## src/rtl/obj_pkg.sv

```systemverilog
package obj_pkg;

    // field widths of the sprite list format
    localparam int WORD_W  = 16;
    localparam int TILE_W  = 13;
    localparam int COORD_W = 12;
    localparam int ZOOM_W  = 8;
    localparam int COLOR_W = 8;
    localparam int COUNT_W = 5;

    // one zoom step per source pixel of a 16x16 tile
    localparam int ZOOM_STEPS  = 16;
    localparam int ENTRY_WORDS = 8;

    typedef logic [WORD_W-1:0]  word_t;
    typedef logic [COORD_W-1:0] coord_t;

    // one sprite list entry after field split
    typedef struct packed {
        logic [TILE_W-1:0]  tile_code;
        logic [ZOOM_W-1:0]  x_zoom;
        logic [ZOOM_W-1:0]  y_zoom;
        coord_t             x;
        coord_t             y;
        // upper nibble of the x word
        logic               latch_extra;
        logic               latch_master;
        logic               use_extra;
        logic               use_scroll;
        logic               is_cmd;
        logic [COLOR_W-1:0] colour;
        logic               flip_x;
        logic               flip_y;
        // sequence and latch flags from the colour word
        logic               reuse_color;
        logic               next_seq;
        logic               use_latch_y;
        logic               inc_y;
        logic               use_latch_x;
        logic               inc_x;
    } obj_entry_t;

    // state set by a command entry, held until the next command
    typedef struct packed {
        logic disabled;
        logic flipscreen;
        logic bpp6;
    } obj_ctrl_t;

    typedef struct packed {
        logic [TILE_W-1:0]  tile_code;
        logic [COLOR_W-1:0] colour;
        logic               flip_x;
        logic               flip_y;
        coord_t             pos_x;
        coord_t             pos_y;
        obj_ctrl_t          ctrl;
    } obj_eval_t;

    typedef struct packed {
        logic [ZOOM_STEPS-1:0] row_mask;
        logic [ZOOM_STEPS-1:0] col_mask;
        logic [COUNT_W-1:0]    row_count;
        logic [COUNT_W-1:0]    col_count;
    } obj_zoom_t;

    // descriptor handed to a tile renderer
    typedef struct packed {
        logic               visible;
        logic [TILE_W-1:0]  tile_code;
        logic [COLOR_W-1:0] colour;
        coord_t             screen_x;
        coord_t             screen_y;
        logic               flip_x;
        logic               flip_y;
        logic               bpp6;
    } obj_draw_t;

endpackage

```

## src/rtl/obj_entry_decode.sv

```systemverilog
module obj_entry_decode (
    input  logic                clk,
    input  logic                reset,
    input  logic                frame_start,
    input  logic                word_strobe,
    input  obj_pkg::word_t      word_data,
    output logic                entry_valid,
    output obj_pkg::obj_entry_t entry,
    output obj_pkg::obj_ctrl_t  ctrl
);
    import obj_pkg::*;

    localparam int IDX_W = $clog2(ENTRY_WORDS);

    word_t            words [ENTRY_WORDS];
    logic [IDX_W-1:0] word_idx;
    logic             last_word;
    obj_entry_t       dec;

    assign last_word = word_strobe && !frame_start &&
                       (word_idx == IDX_W'(ENTRY_WORDS - 1));

    // field split of the buffered words, 6 and 7 carry nothing
    always_comb begin
        dec.tile_code    = words[0][TILE_W-1:0];
        dec.x_zoom       = words[1][7:0];
        dec.y_zoom       = words[1][15:8];
        dec.x            = words[2][COORD_W-1:0];
        dec.latch_extra  = words[2][12];
        dec.latch_master = words[2][13];
        // the two scroll enables are stored active low
        dec.use_extra    = ~words[2][14];
        dec.use_scroll   = ~words[2][15];
        dec.y            = words[3][COORD_W-1:0];
        dec.is_cmd       = words[3][15];
        dec.colour       = words[4][COLOR_W-1:0];
        dec.flip_x       = words[4][8];
        dec.flip_y       = words[4][9];
        dec.reuse_color  = words[4][10];
        dec.next_seq     = words[4][11];
        dec.use_latch_y  = words[4][12];
        dec.inc_y        = words[4][13];
        dec.use_latch_x  = words[4][14];
        dec.inc_x        = words[4][15];
    end

    always_ff @(posedge clk) begin
        if (word_strobe) begin
            words[word_idx] <= word_data;
        end
    end

    always_ff @(posedge clk) begin
        if (reset) begin
            word_idx    <= '0;
            entry_valid <= 1'b0;
            ctrl        <= '0;
        end else begin
            entry_valid <= last_word;
            if (frame_start) begin
                word_idx <= '0;
                ctrl     <= '0;
            end else if (word_strobe) begin
                // index wraps to zero after the eighth word
                word_idx <= word_idx + 1'b1;
                // word 3 is already buffered when the command word arrives
                if (word_idx == IDX_W'(5) && dec.is_cmd) begin
                    ctrl.disabled   <= word_data[12];
                    ctrl.flipscreen <= word_data[13];
                    ctrl.bpp6       <= word_data[8];
                end
            end
        end
    end

    always_ff @(posedge clk) begin
        if (last_word) begin
            entry <= dec;
        end
    end

endmodule

```

## src/rtl/obj_position_eval.sv

```systemverilog
module obj_position_eval (
    input  logic                          clk,
    input  logic                          reset,
    input  logic                          frame_start,
    input  logic                          entry_valid,
    input  obj_pkg::obj_entry_t           entry,
    input  obj_pkg::obj_ctrl_t            ctrl,
    input  logic [obj_pkg::COUNT_W-1:0]   row_count,
    input  logic [obj_pkg::COUNT_W-1:0]   col_count,
    output logic                          zoom_start_row,
    output logic                          zoom_start_col,
    output logic                          zoom_cont_row,
    output logic                          zoom_cont_col,
    output logic [8:0]                    zoom_delta_row,
    output logic [8:0]                    zoom_delta_col,
    output logic                          eval_valid,
    output obj_pkg::obj_eval_t            eval
);
    import obj_pkg::*;

    coord_t             master_x;
    coord_t             master_y;
    coord_t             extra_x;
    coord_t             extra_y;
    coord_t             scroll_x;
    coord_t             scroll_y;
    coord_t             base_x;
    coord_t             base_y;
    coord_t             pos_x;
    coord_t             pos_y;
    logic [COLOR_W-1:0] colour_q;
    logic [TILE_W-1:0]  tile_q;
    logic               flip_x_q;
    logic               flip_y_q;
    obj_ctrl_t          ctrl_q;
    logic               prev_seq;
    logic               seq_start;
    logic               pos_step;

    // scroll offset of the current entry
    always_comb begin
        scroll_x = '0;
        scroll_y = '0;
        if (entry.use_scroll) begin
            scroll_x = master_x;
            scroll_y = master_y;
            if (entry.use_extra) begin
                scroll_x = scroll_x + extra_x;
                scroll_y = scroll_y + extra_y;
            end
        end
    end

    // cycle 1: sequence start and scroll latches
    always_ff @(posedge clk) begin
        if (reset) begin
            pos_step  <= 1'b0;
            prev_seq  <= 1'b0;
            seq_start <= 1'b0;
            master_x  <= '0;
            master_y  <= '0;
            extra_x   <= '0;
            extra_y   <= '0;
        end else begin
            pos_step <= entry_valid;
            if (entry_valid) begin
                seq_start <= ~prev_seq;
                prev_seq  <= entry.next_seq;
                if (entry.latch_master && !entry.use_scroll) begin
                    master_x <= entry.x;
                    master_y <= entry.y;
                end
                if (entry.latch_extra && !entry.use_extra) begin
                    extra_x <= entry.x;
                    extra_y <= entry.y;
                end
            end
            // extra scroll does not survive into a new list
            if (frame_start) begin
                extra_x <= '0;
                extra_y <= '0;
            end
        end
    end

    always_ff @(posedge clk) begin
        if (entry_valid && !prev_seq) begin
            base_x <= entry.x + scroll_x;
            base_y <= entry.y + scroll_y;
        end
    end

    // cycle 2: zoom kick-off and the position and colour latches
    always_ff @(posedge clk) begin
        if (reset) begin
            eval_valid     <= 1'b0;
            zoom_start_row <= 1'b0;
            zoom_start_col <= 1'b0;
        end else begin
            eval_valid     <= pos_step;
            zoom_start_row <= pos_step;
            zoom_start_col <= pos_step && (seq_start || entry.inc_x);
        end
    end

    always_ff @(posedge clk) begin
        if (pos_step) begin
            if (seq_start) begin
                zoom_delta_row <= 9'h100 - {1'b0, entry.y_zoom};
                zoom_delta_col <= 9'h100 - {1'b0, entry.x_zoom};
            end
            zoom_cont_row <= entry.inc_y;
            zoom_cont_col <= entry.inc_x;

            // counts still belong to the previous entry here
            if (entry.use_latch_y) begin
                pos_y <= pos_y + coord_t'(row_count);
            end else begin
                pos_y <= base_y;
            end
            if (entry.use_latch_x || entry.inc_x) begin
                if (entry.inc_x) begin
                    pos_x <= pos_x + coord_t'(col_count);
                end
            end else begin
                pos_x <= base_x;
            end

            if (!entry.reuse_color) begin
                colour_q <= entry.colour;
            end
            tile_q   <= entry.tile_code;
            flip_x_q <= entry.flip_x;
            flip_y_q <= entry.flip_y;
            ctrl_q   <= ctrl;
        end
    end

    always_comb begin
        eval.tile_code = tile_q;
        eval.colour    = colour_q;
        eval.flip_x    = flip_x_q;
        eval.flip_y    = flip_y_q;
        eval.pos_x     = pos_x;
        eval.pos_y     = pos_y;
        eval.ctrl      = ctrl_q;
    end

endmodule

```

## src/rtl/obj_zoom_calc.sv

```systemverilog
module obj_zoom_calc (
    input  logic                             clk,
    input  logic                             reset,
    input  logic                             start,
    input  logic                             cont,
    input  logic [8:0]                       delta,
    output logic                             ready,
    output logic [obj_pkg::COUNT_W-1:0]      count,
    output logic [obj_pkg::ZOOM_STEPS-1:0]   mask
);
    import obj_pkg::*;

    localparam int STEP_W = $clog2(ZOOM_STEPS);

    logic [8:0]        accum;
    logic [8:0]        accum_next;
    logic [STEP_W-1:0] step;
    logic              carry;

    assign accum_next = accum + delta;
    // a pixel is kept whenever bit 8 flips
    assign carry      = accum_next[8] ^ accum[8];

    always_ff @(posedge clk) begin
        if (reset) begin
            ready <= 1'b1;
            step  <= '0;
            count <= '0;
        end else if (start) begin
            ready <= 1'b0;
            step  <= '0;
            count <= '0;
        end else if (!ready) begin
            step <= step + 1'b1;
            if (carry) begin
                count <= count + 1'b1;
            end
            if (step == STEP_W'(ZOOM_STEPS - 1)) begin
                ready <= 1'b1;
            end
        end
    end

    always_ff @(posedge clk) begin
        if (start) begin
            mask <= '0;
            // continued sequences keep the fractional phase
            if (!cont) begin
                accum <= '0;
            end
        end else if (!ready) begin
            accum <= accum_next;
            if (carry) begin
                mask[count[STEP_W-1:0]] <= 1'b1;
            end
        end
    end

endmodule

```

## src/rtl/obj_draw_result.sv

```systemverilog
module obj_draw_result #(
    parameter int FLIP_X_ORIGIN = 496,
    parameter int FLIP_Y_ORIGIN = 240,
    parameter int X_LIMIT       = 480,
    parameter int Y_LIMIT       = 240
) (
    input  logic                             clk,
    input  logic                             reset,
    input  logic                             eval_valid,
    input  obj_pkg::obj_eval_t               eval,
    input  logic                             row_ready,
    input  logic                             col_ready,
    input  logic [obj_pkg::ZOOM_STEPS-1:0]   row_mask,
    input  logic [obj_pkg::ZOOM_STEPS-1:0]   col_mask,
    input  logic [obj_pkg::COUNT_W-1:0]      row_count,
    input  logic [obj_pkg::COUNT_W-1:0]      col_count,
    output logic                             draw_valid,
    output obj_pkg::obj_draw_t               draw,
    output obj_pkg::obj_zoom_t               zoom
);
    import obj_pkg::*;

    obj_eval_t held;
    obj_draw_t next_draw;
    logic      pending;
    logic      emit;

    // zoom drops ready the cycle after eval_valid, so pending never sees stale ready
    assign emit = pending && row_ready && col_ready;

    always_comb begin
        next_draw.visible   = (held.tile_code != '0) && !held.ctrl.disabled &&
                              (held.pos_x <= coord_t'(X_LIMIT)) &&
                              (held.pos_y <= coord_t'(Y_LIMIT));
        next_draw.tile_code = held.tile_code;
        next_draw.colour    = held.colour;
        next_draw.bpp6      = held.ctrl.bpp6;
        if (held.ctrl.flipscreen) begin
            next_draw.screen_x = coord_t'(FLIP_X_ORIGIN) - held.pos_x;
            next_draw.screen_y = coord_t'(FLIP_Y_ORIGIN) - held.pos_y;
            next_draw.flip_x   = ~held.flip_x;
            next_draw.flip_y   = ~held.flip_y;
        end else begin
            next_draw.screen_x = held.pos_x;
            next_draw.screen_y = held.pos_y;
            next_draw.flip_x   = held.flip_x;
            next_draw.flip_y   = held.flip_y;
        end
    end

    always_ff @(posedge clk) begin
        if (reset) begin
            pending    <= 1'b0;
            draw_valid <= 1'b0;
        end else begin
            draw_valid <= emit;
            if (eval_valid) begin
                pending <= 1'b1;
            end else if (emit) begin
                pending <= 1'b0;
            end
        end
    end

    always_ff @(posedge clk) begin
        if (eval_valid) begin
            held <= eval;
        end
        if (emit) begin
            draw           <= next_draw;
            zoom.row_mask  <= row_mask;
            zoom.col_mask  <= col_mask;
            zoom.row_count <= row_count;
            zoom.col_count <= col_count;
        end
    end

endmodule

```

## src/rtl/obj_engine_top.sv

```systemverilog
module obj_engine_top #(
    parameter int FLIP_X_ORIGIN = 496,
    parameter int FLIP_Y_ORIGIN = 240,
    parameter int X_LIMIT       = 480,
    parameter int Y_LIMIT       = 240
) (
    input  logic               clk,
    input  logic               reset,
    input  logic               frame_start,
    input  logic               word_strobe,
    input  obj_pkg::word_t     word_data,
    output logic               draw_valid,
    output obj_pkg::obj_draw_t draw,
    output obj_pkg::obj_zoom_t zoom
);
    import obj_pkg::*;

    logic                  entry_valid;
    obj_entry_t            entry;
    obj_ctrl_t             ctrl;
    logic                  eval_valid;
    obj_eval_t             eval;

    // links between position evaluation and the two zoom axes
    logic                  zoom_start_row;
    logic                  zoom_start_col;
    logic                  zoom_cont_row;
    logic                  zoom_cont_col;
    logic [8:0]            zoom_delta_row;
    logic [8:0]            zoom_delta_col;
    logic                  row_ready;
    logic                  col_ready;
    logic [COUNT_W-1:0]    row_count;
    logic [COUNT_W-1:0]    col_count;
    logic [ZOOM_STEPS-1:0] row_mask;
    logic [ZOOM_STEPS-1:0] col_mask;

    obj_entry_decode entry_decode (
        .clk         (clk),
        .reset       (reset),
        .frame_start (frame_start),
        .word_strobe (word_strobe),
        .word_data   (word_data),
        .entry_valid (entry_valid),
        .entry       (entry),
        .ctrl        (ctrl)
    );

    obj_position_eval position_eval (
        .clk            (clk),
        .reset          (reset),
        .frame_start    (frame_start),
        .entry_valid    (entry_valid),
        .entry          (entry),
        .ctrl           (ctrl),
        .row_count      (row_count),
        .col_count      (col_count),
        .zoom_start_row (zoom_start_row),
        .zoom_start_col (zoom_start_col),
        .zoom_cont_row  (zoom_cont_row),
        .zoom_cont_col  (zoom_cont_col),
        .zoom_delta_row (zoom_delta_row),
        .zoom_delta_col (zoom_delta_col),
        .eval_valid     (eval_valid),
        .eval           (eval)
    );

    obj_zoom_calc row_zoom (
        .clk   (clk),
        .reset (reset),
        .start (zoom_start_row),
        .cont  (zoom_cont_row),
        .delta (zoom_delta_row),
        .ready (row_ready),
        .count (row_count),
        .mask  (row_mask)
    );

    obj_zoom_calc col_zoom (
        .clk   (clk),
        .reset (reset),
        .start (zoom_start_col),
        .cont  (zoom_cont_col),
        .delta (zoom_delta_col),
        .ready (col_ready),
        .count (col_count),
        .mask  (col_mask)
    );

    obj_draw_result #(
        .FLIP_X_ORIGIN (FLIP_X_ORIGIN),
        .FLIP_Y_ORIGIN (FLIP_Y_ORIGIN),
        .X_LIMIT       (X_LIMIT),
        .Y_LIMIT       (Y_LIMIT)
    ) draw_result (
        .clk        (clk),
        .reset      (reset),
        .eval_valid (eval_valid),
        .eval       (eval),
        .row_ready  (row_ready),
        .col_ready  (col_ready),
        .row_mask   (row_mask),
        .col_mask   (col_mask),
        .row_count  (row_count),
        .col_count  (col_count),
        .draw_valid (draw_valid),
        .draw       (draw),
        .zoom       (zoom)
    );

endmodule

```

## config.mk

```make
export PLATFORM = sky130hd
export DESIGN_NAME = obj_engine_top
export DESIGN_NICKNAME = d
export VERILOG_FILES = /design/src/rtl/obj_pkg.sv /design/src/rtl/obj_entry_decode.sv /design/src/rtl/obj_position_eval.sv /design/src/rtl/obj_zoom_calc.sv /design/src/rtl/obj_draw_result.sv /design/src/rtl/obj_engine_top.sv
export SDC_FILE = /design/constraint.sdc
export NUM_CORES = 1
export LEC_CHECK = 0
export ABC_AREA = 1
export BUFFER_PORTS_ARGS = -buffer_cell sky130_fd_sc_hd__buf_2
export CAP_MARGIN = 20
export CORE_ASPECT_RATIO = 1.75
export CORE_UTILIZATION = 40
export DETAILED_ROUTE_END_ITERATION = 12
export PLACE_DENSITY = 0.55
export SLEW_MARGIN = 25
export SYNTH_ARGS = -nofsm -noshare
export SYNTH_HDL_FRONTEND = slang
export SYNTH_HIERARCHICAL = 1
export SYNTH_SLANG_ARGS = --single-unit
```

## constraint.sdc

```tcl
create_clock -name clk -period 6.66 [get_ports clk]
set_clock_uncertainty 0.05 [all_clocks]
set_input_delay 0.666 -clock clk [delete_from_list [all_inputs] [get_ports clk]]
set_output_delay 0.666 -clock clk [all_outputs]
set_load 0.02 [all_outputs]
```

**Word level (Yosys, flattened, before mapping)**

Memories as Yosys holds them, arrays and structs flattened. A register that Yosys moved wholly into a read port is not among the register bits.
Cells that the tools add are included.

- Add/subtract/negate cells: 17
- Magnitude comparators: 6
- Bitwise operators: 12
- Equality and inequality tests: 9
- Muxes and demuxes: 28
- Reduce and logical (&&, ||, !) cells: 36

Operators with widths:

| kind | count |
|---|---|
| two-way mux 12 bit | 7 |
| two-way mux 9 bit | 6 |
| adder 12 bit | 4 |
| bitwise OR 16 bit | 2 |
| two-way mux 26 bit | 1 |
| adder 12 x 5 -> 12 bit | 2 |
| AND reduction 2 bit | 10 |
| adder 9 bit | 2 |
| subtractor 9 x 8 -> 9 bit (first input constant) | 2 |
| logical AND 1 bit | 14 |
| nonzero test 13 bit | 1 |
| less-or-equal comparator 12 x 8 -> 1 bit (second input constant) | 1 |
| less-or-equal comparator 12 x 9 -> 1 bit (second input constant) | 1 |
| two-way mux 1 bit | 12 |
| subtractor 8 x 12 -> 12 bit (first input constant) | 1 |
| subtractor 9 x 12 -> 12 bit (first input constant) | 1 |
| adder 5 x 1 -> 5 bit (second input constant) | 2 |
| < comparator 4 x 5 -> 1 bit (second input constant) | 2 |
| != test 2 bit (second input constant) | 5 |
| adder 4 x 1 -> 4 bit (second input constant) | 2 |
| demux 1 bit (select 4 bit) | 2 |
| == test 4 bit (second input constant) | 2 |
| greater-or-equal comparator 4 x 1 -> 1 bit (second input constant) | 2 |
| inverter 1 bit | 8 |
| 7 further kinds | 16 |

- Word-level logic and storage cells: 177
- Memory bits (writable): 128
- Output and inout port bits: 92
- Memories: 1
- Bits in registers: 395

Memory list:

| name | words | bits a word | rd ports | clocked after memory_dff | write ports | RTL line | source |
|---|---|---|---|---|---|---|---|
| entry_decode.words | 8 | 16 | 5 | 3 | 1 | obj_entry_decode.sv:15 | `word_t words [ENTRY_WORDS];` |

**Logic depth before layout (Yosys ltp)**

- Depth in word-level cells: 5
- Mapped depth: 21
- Depth with buffers taken out: 21

**By module**

The synthesis kept the hierarchy.

By module, submodules not included:

| module | times used | cells an instance | area each (µm²) |
|---|---|---|---|
| obj_position_eval | 1 | 948 | 8304.2 |
| obj_draw_result | 1 | 275 | 4934.7 |
| obj_entry_decode | 1 | 201 | 4809.6 |
| obj_zoom_calc (col_zoom) | 1 | 249 | 1953.1 |
| obj_zoom_calc (row_zoom) | 1 | 238 | 1871.8 |

**Least setup slack after synthesis**

No wires, ideal clock.

- Kind: input to register
- From: in frame_start
- To: reg, netlist name entry_decode/entry[0]
- Library setup time: 0.598 ns
- Stages: 1
- Slack: 0.199 ns
- Data arrival time: 5.813 ns
- Cells stage by stage: nor3_1

- Longest elaborated chain between the ends: 3

Ends and longest elaborated chain:

| element | RTL line | source |
|---|---|---|
| from (decl) | obj_engine_top.sv:9 | `input logic frame_start,` |
| logical NOT 1 bit | obj_entry_decode.sv:20 | `assign last_word = word_strobe && !frame_start &&` |
| logical AND 1 bit (2 in series) | obj_entry_decode.sv:20 |  |

No other way between the ends.
A chain may end at the register's enable or synchronous reset.

**Final worst setup path**

- From: reg, netlist name entry_decode/entry[17]
- To: reg position_eval.master_x[4]

- Longest elaborated chain between the ends: 3

Ends and longest elaborated chain:

| element | RTL line | source |
|---|---|---|
| logical NOT 1 bit | obj_position_eval.sv:69 | `if (entry.latch_master && !entry.use_scroll) begin` |
| logical AND 1 bit | obj_position_eval.sv:69 |  |
| AND reduction 2 bit (no source line) | -- |  |
| to (signal assigned) | obj_position_eval.sv:70 | `master_x <= entry.x;` |
| to (decl) | obj_position_eval.sv:21 | `coord_t master_x;` |

No other way between the ends.

==> summary.txt <==
Port Buffers: 111
total grt overflow: 0
vias in the first global route: 13434
TNS Setup: 0 ns
Vias per Instance: 4.852
Hold Path Cell Cnt: 2
First DRT Iteration DRCs: 813
clock buffer depth: 3
WP data required: 7.10 ns
n_diodes: 0
Clk Latency, worst-skew pair: 0.58 ns
Int Pwr: 4.938 mW
fin. max-slew vios: 0
clk sinks: 513
critical path's slowest cell: inv_1
status: complete, no violations
worst vdd ir: 0.1812 mV
cts repair resizes: 0
worst r2r path cells: 5
top-level port count: 112
Hold EP: entry_decode/word_idx[1]$_SDFFE_PP0P_
critical path fanouts, max: 29
endpoints failing setup: 0
global placer's final weighted congestion: 0.8542
WP data arrival: 3.65 ns
Starting Density: 0.4034
layout cells sized above 1: 0.1289
vias: 13436
Final Hold Vio Count: 0
cell area after synthesis: 21840 µm²
Leakage: 9.744 nW
Core Footprint: 54150 µm²
Max H-tree Level: 2
Switching Share: 0.1995
Pre-antenna DRT Iters: 5
Max-slew headroom: 0.3210
largest net degree at the start of global routing: 74
initial antenna violation count: 0
maxcap violations: 0
minimum clock period: 3.217 ns
Total GRT Usage: 0.1664
Worst R2R Start: entry_decode/entry[17]$_DFFE_PP_
Total Wirelength: 45460 µm
Psw: 1.231 mW
Root Driver: clkbuf_16
Reg area: 14260 µm²
Comb pwr share: 0.011
hold crit path type: primary input to flip-flop
DRC Markers: 0
Crit Path Category: flip-flop to flip-flop
overall die width: 178.7 µm
Post-CTS Setup Bufs: 0
Synth Instances: 1910
multi-input logic area: 6471 µm²
wire length per cell: 16.42 µm
worst reg-to-reg setup slack: 3.44 ns
Worst Max-Slew Pin Slew: 1.017 ns
syn nets: 2025
PD cells: 250.2 nW/µm²
post-route ant nets: 0
Mapped Avg Cell Area: 11.44 µm²
Nets: 2155
# rows: 113
Final Util: 0.4553
fmax: 310.8 MHz
Worst Min Path Start: word_strobe
CP max stage delay: 1.01 ns
clock network power share: 0.430
unrepaired setup endpoints after global routing: no
post-detail-place hpwl: 33460 µm
Synth Warn #: 6
CP Capture Type: flip-flop
Die Height: 311.1 µm
Final period util: 0.4830
CP startpoint kind: flip-flop
P&R area growth vs syn: 12.87%
Flop pwr share: 0.560
reg-to-reg endpoint: position_eval/master_x[4]$_SDFFE_PP0P_
fill count: 4988
critical-path cell list: inv_2, nand3_1, inv_1, o21ai_0, a21oi_1
CTS Buf Count: 47
Die ar.: 55580 µm²
hold buffer count at CTS: 0
CTS tree: built
Clk pin slew, worst setup/hold paths: 0.06 ns
first-pass GRT wire length: 71310 µm
[critical path: cells and delay by family, from the launching register on]
kind / cells / cell delay (ns)
and+or+nand+nor: 1 / 0.68
buffers and inverters: 2 / 1.37
AOI/OAI and AO/OA: 2 / 0.34
DFF: 1 / 0.66
[power by group through the flow]
stage	combinational [mW]	clock [mW]	sequential (mW)
global route	0.0739	2.84	3.45
global placement	0.0670	0	3.52
floorplan	0.0294	0	3.52
detailed placement	0.0685	0	3.52
CTS	0.0688	2.75	3.45
finish	0.0667	2.65	3.45
[flip-flops by register name (all words and copies together) (netlist names), 12 cells and up]
signal / count
entry_decode/words: 74
entry_decode/entry: 73
draw_result/held: 50
draw_result/draw: 49
draw_result/zoom: 42
col_zoom/mask: 16
row_zoom/mask: 16
position_eval/tile_q: 13
position_eval/base_x: 12
position_eval/base_y: 12
position_eval/extra_x: 12
position_eval/extra_y: 12
position_eval/master_x: 12
position_eval/master_y: 12
position_eval/pos_x: 12
position_eval/pos_y: 12
[cell usage in the layout, fill, tap and decap left out, types with 4 or more instances in the layout]
cell	instances
fa_1	8
buf_4	11
nor2_1	228
a21oi_1	116
o21bai_1	9
dfxtp_1	113
nand2_2	16
xor2_1	47
clkinv_1	7
nand4_1	36
buf_2	111
a21oi_2	10
nor3_1	20
o211ai_1	5
nand3_2	16
clkbuf_16	50
o21ai_1	5
clkbuf_1	14
nand2_1	254
nor2_2	8
edfxtp_1	399
o21ai_0	107
nand3b_1	6
a31oi_1	7
ha_1	87
clkinv_2	6
inv_2	5
xnor2_1	24
a21o_1	4
inv_1	227
nand3_1	70
[layout make-up]
type | instances | share of cell area
timing repair buffer | 123 | 0.02649
sequential | 513 | 0.5786
multi-input combinational | 1120 | 0.2625
tap | 690 | 0.03502
clock buffer | 65 | 0.05344
clock inverter | 23 | 0.008171
inverter | 235 | 0.03583
[worst max path at each step]
| stage | startpoint | end | depth (start not counted) |
|---|---|---|---|
| final | entry_decode/entry[17]$_DFFE_PP_ | position_eval/master_x[4]$_SDFFE_PP0P_ | 5 |
| after global routing | entry_decode/entry[17]$_DFFE_PP_ | position_eval/master_x[4]$_SDFFE_PP0P_ | 5 |
| after CTS | position_eval/master_y[0]$_SDFFE_PP0P_ | position_eval/base_y[11]$_DFFE_PP_ | 19 |
| after detailed placement | position_eval/master_y[0]$_SDFFE_PP0P_ | position_eval/base_y[11]$_DFFE_PP_ | 19 |
| after global placement | position_eval/master_y[0]$_SDFFE_PP0P_ | position_eval/base_y[11]$_DFFE_PP_ | 19 |
| after floorplan | frame_start | entry_decode/entry[0]$_DFFE_PP_ | 1 |
[routing by layer]
metal | vias up | GRT usage | wire, µm
met4 | 0 | 0.07300 | 1699
met5 | - | 0 | 0
li1 | 6783 | - | -
met1 | 6319 | 0.1816 | 17860
met3 | 77 | 0.01992 | 1434
met2 | 257 | 0.3143 | 24460
[metrics by stage]
stage	setup WS, ns	hold WS, ns	instance area [µm²]	cells	total power, mW
5_1_grt	3.153	0.2761	24650	2769	6.371
3_5_place_dp	3.461	0.3545	23120	2680	3.591
6_report	3.443	0.2995	24650	2769	6.169
3_3_place_gp	3.438	0.3510	23110	2680	3.588
4_1_cts	3.449	0.2534	24640	2768	6.269
2_1_floorplan	0.2704	0.3503	21840	1910	3.548
Power figures use the tool's default switching activity.
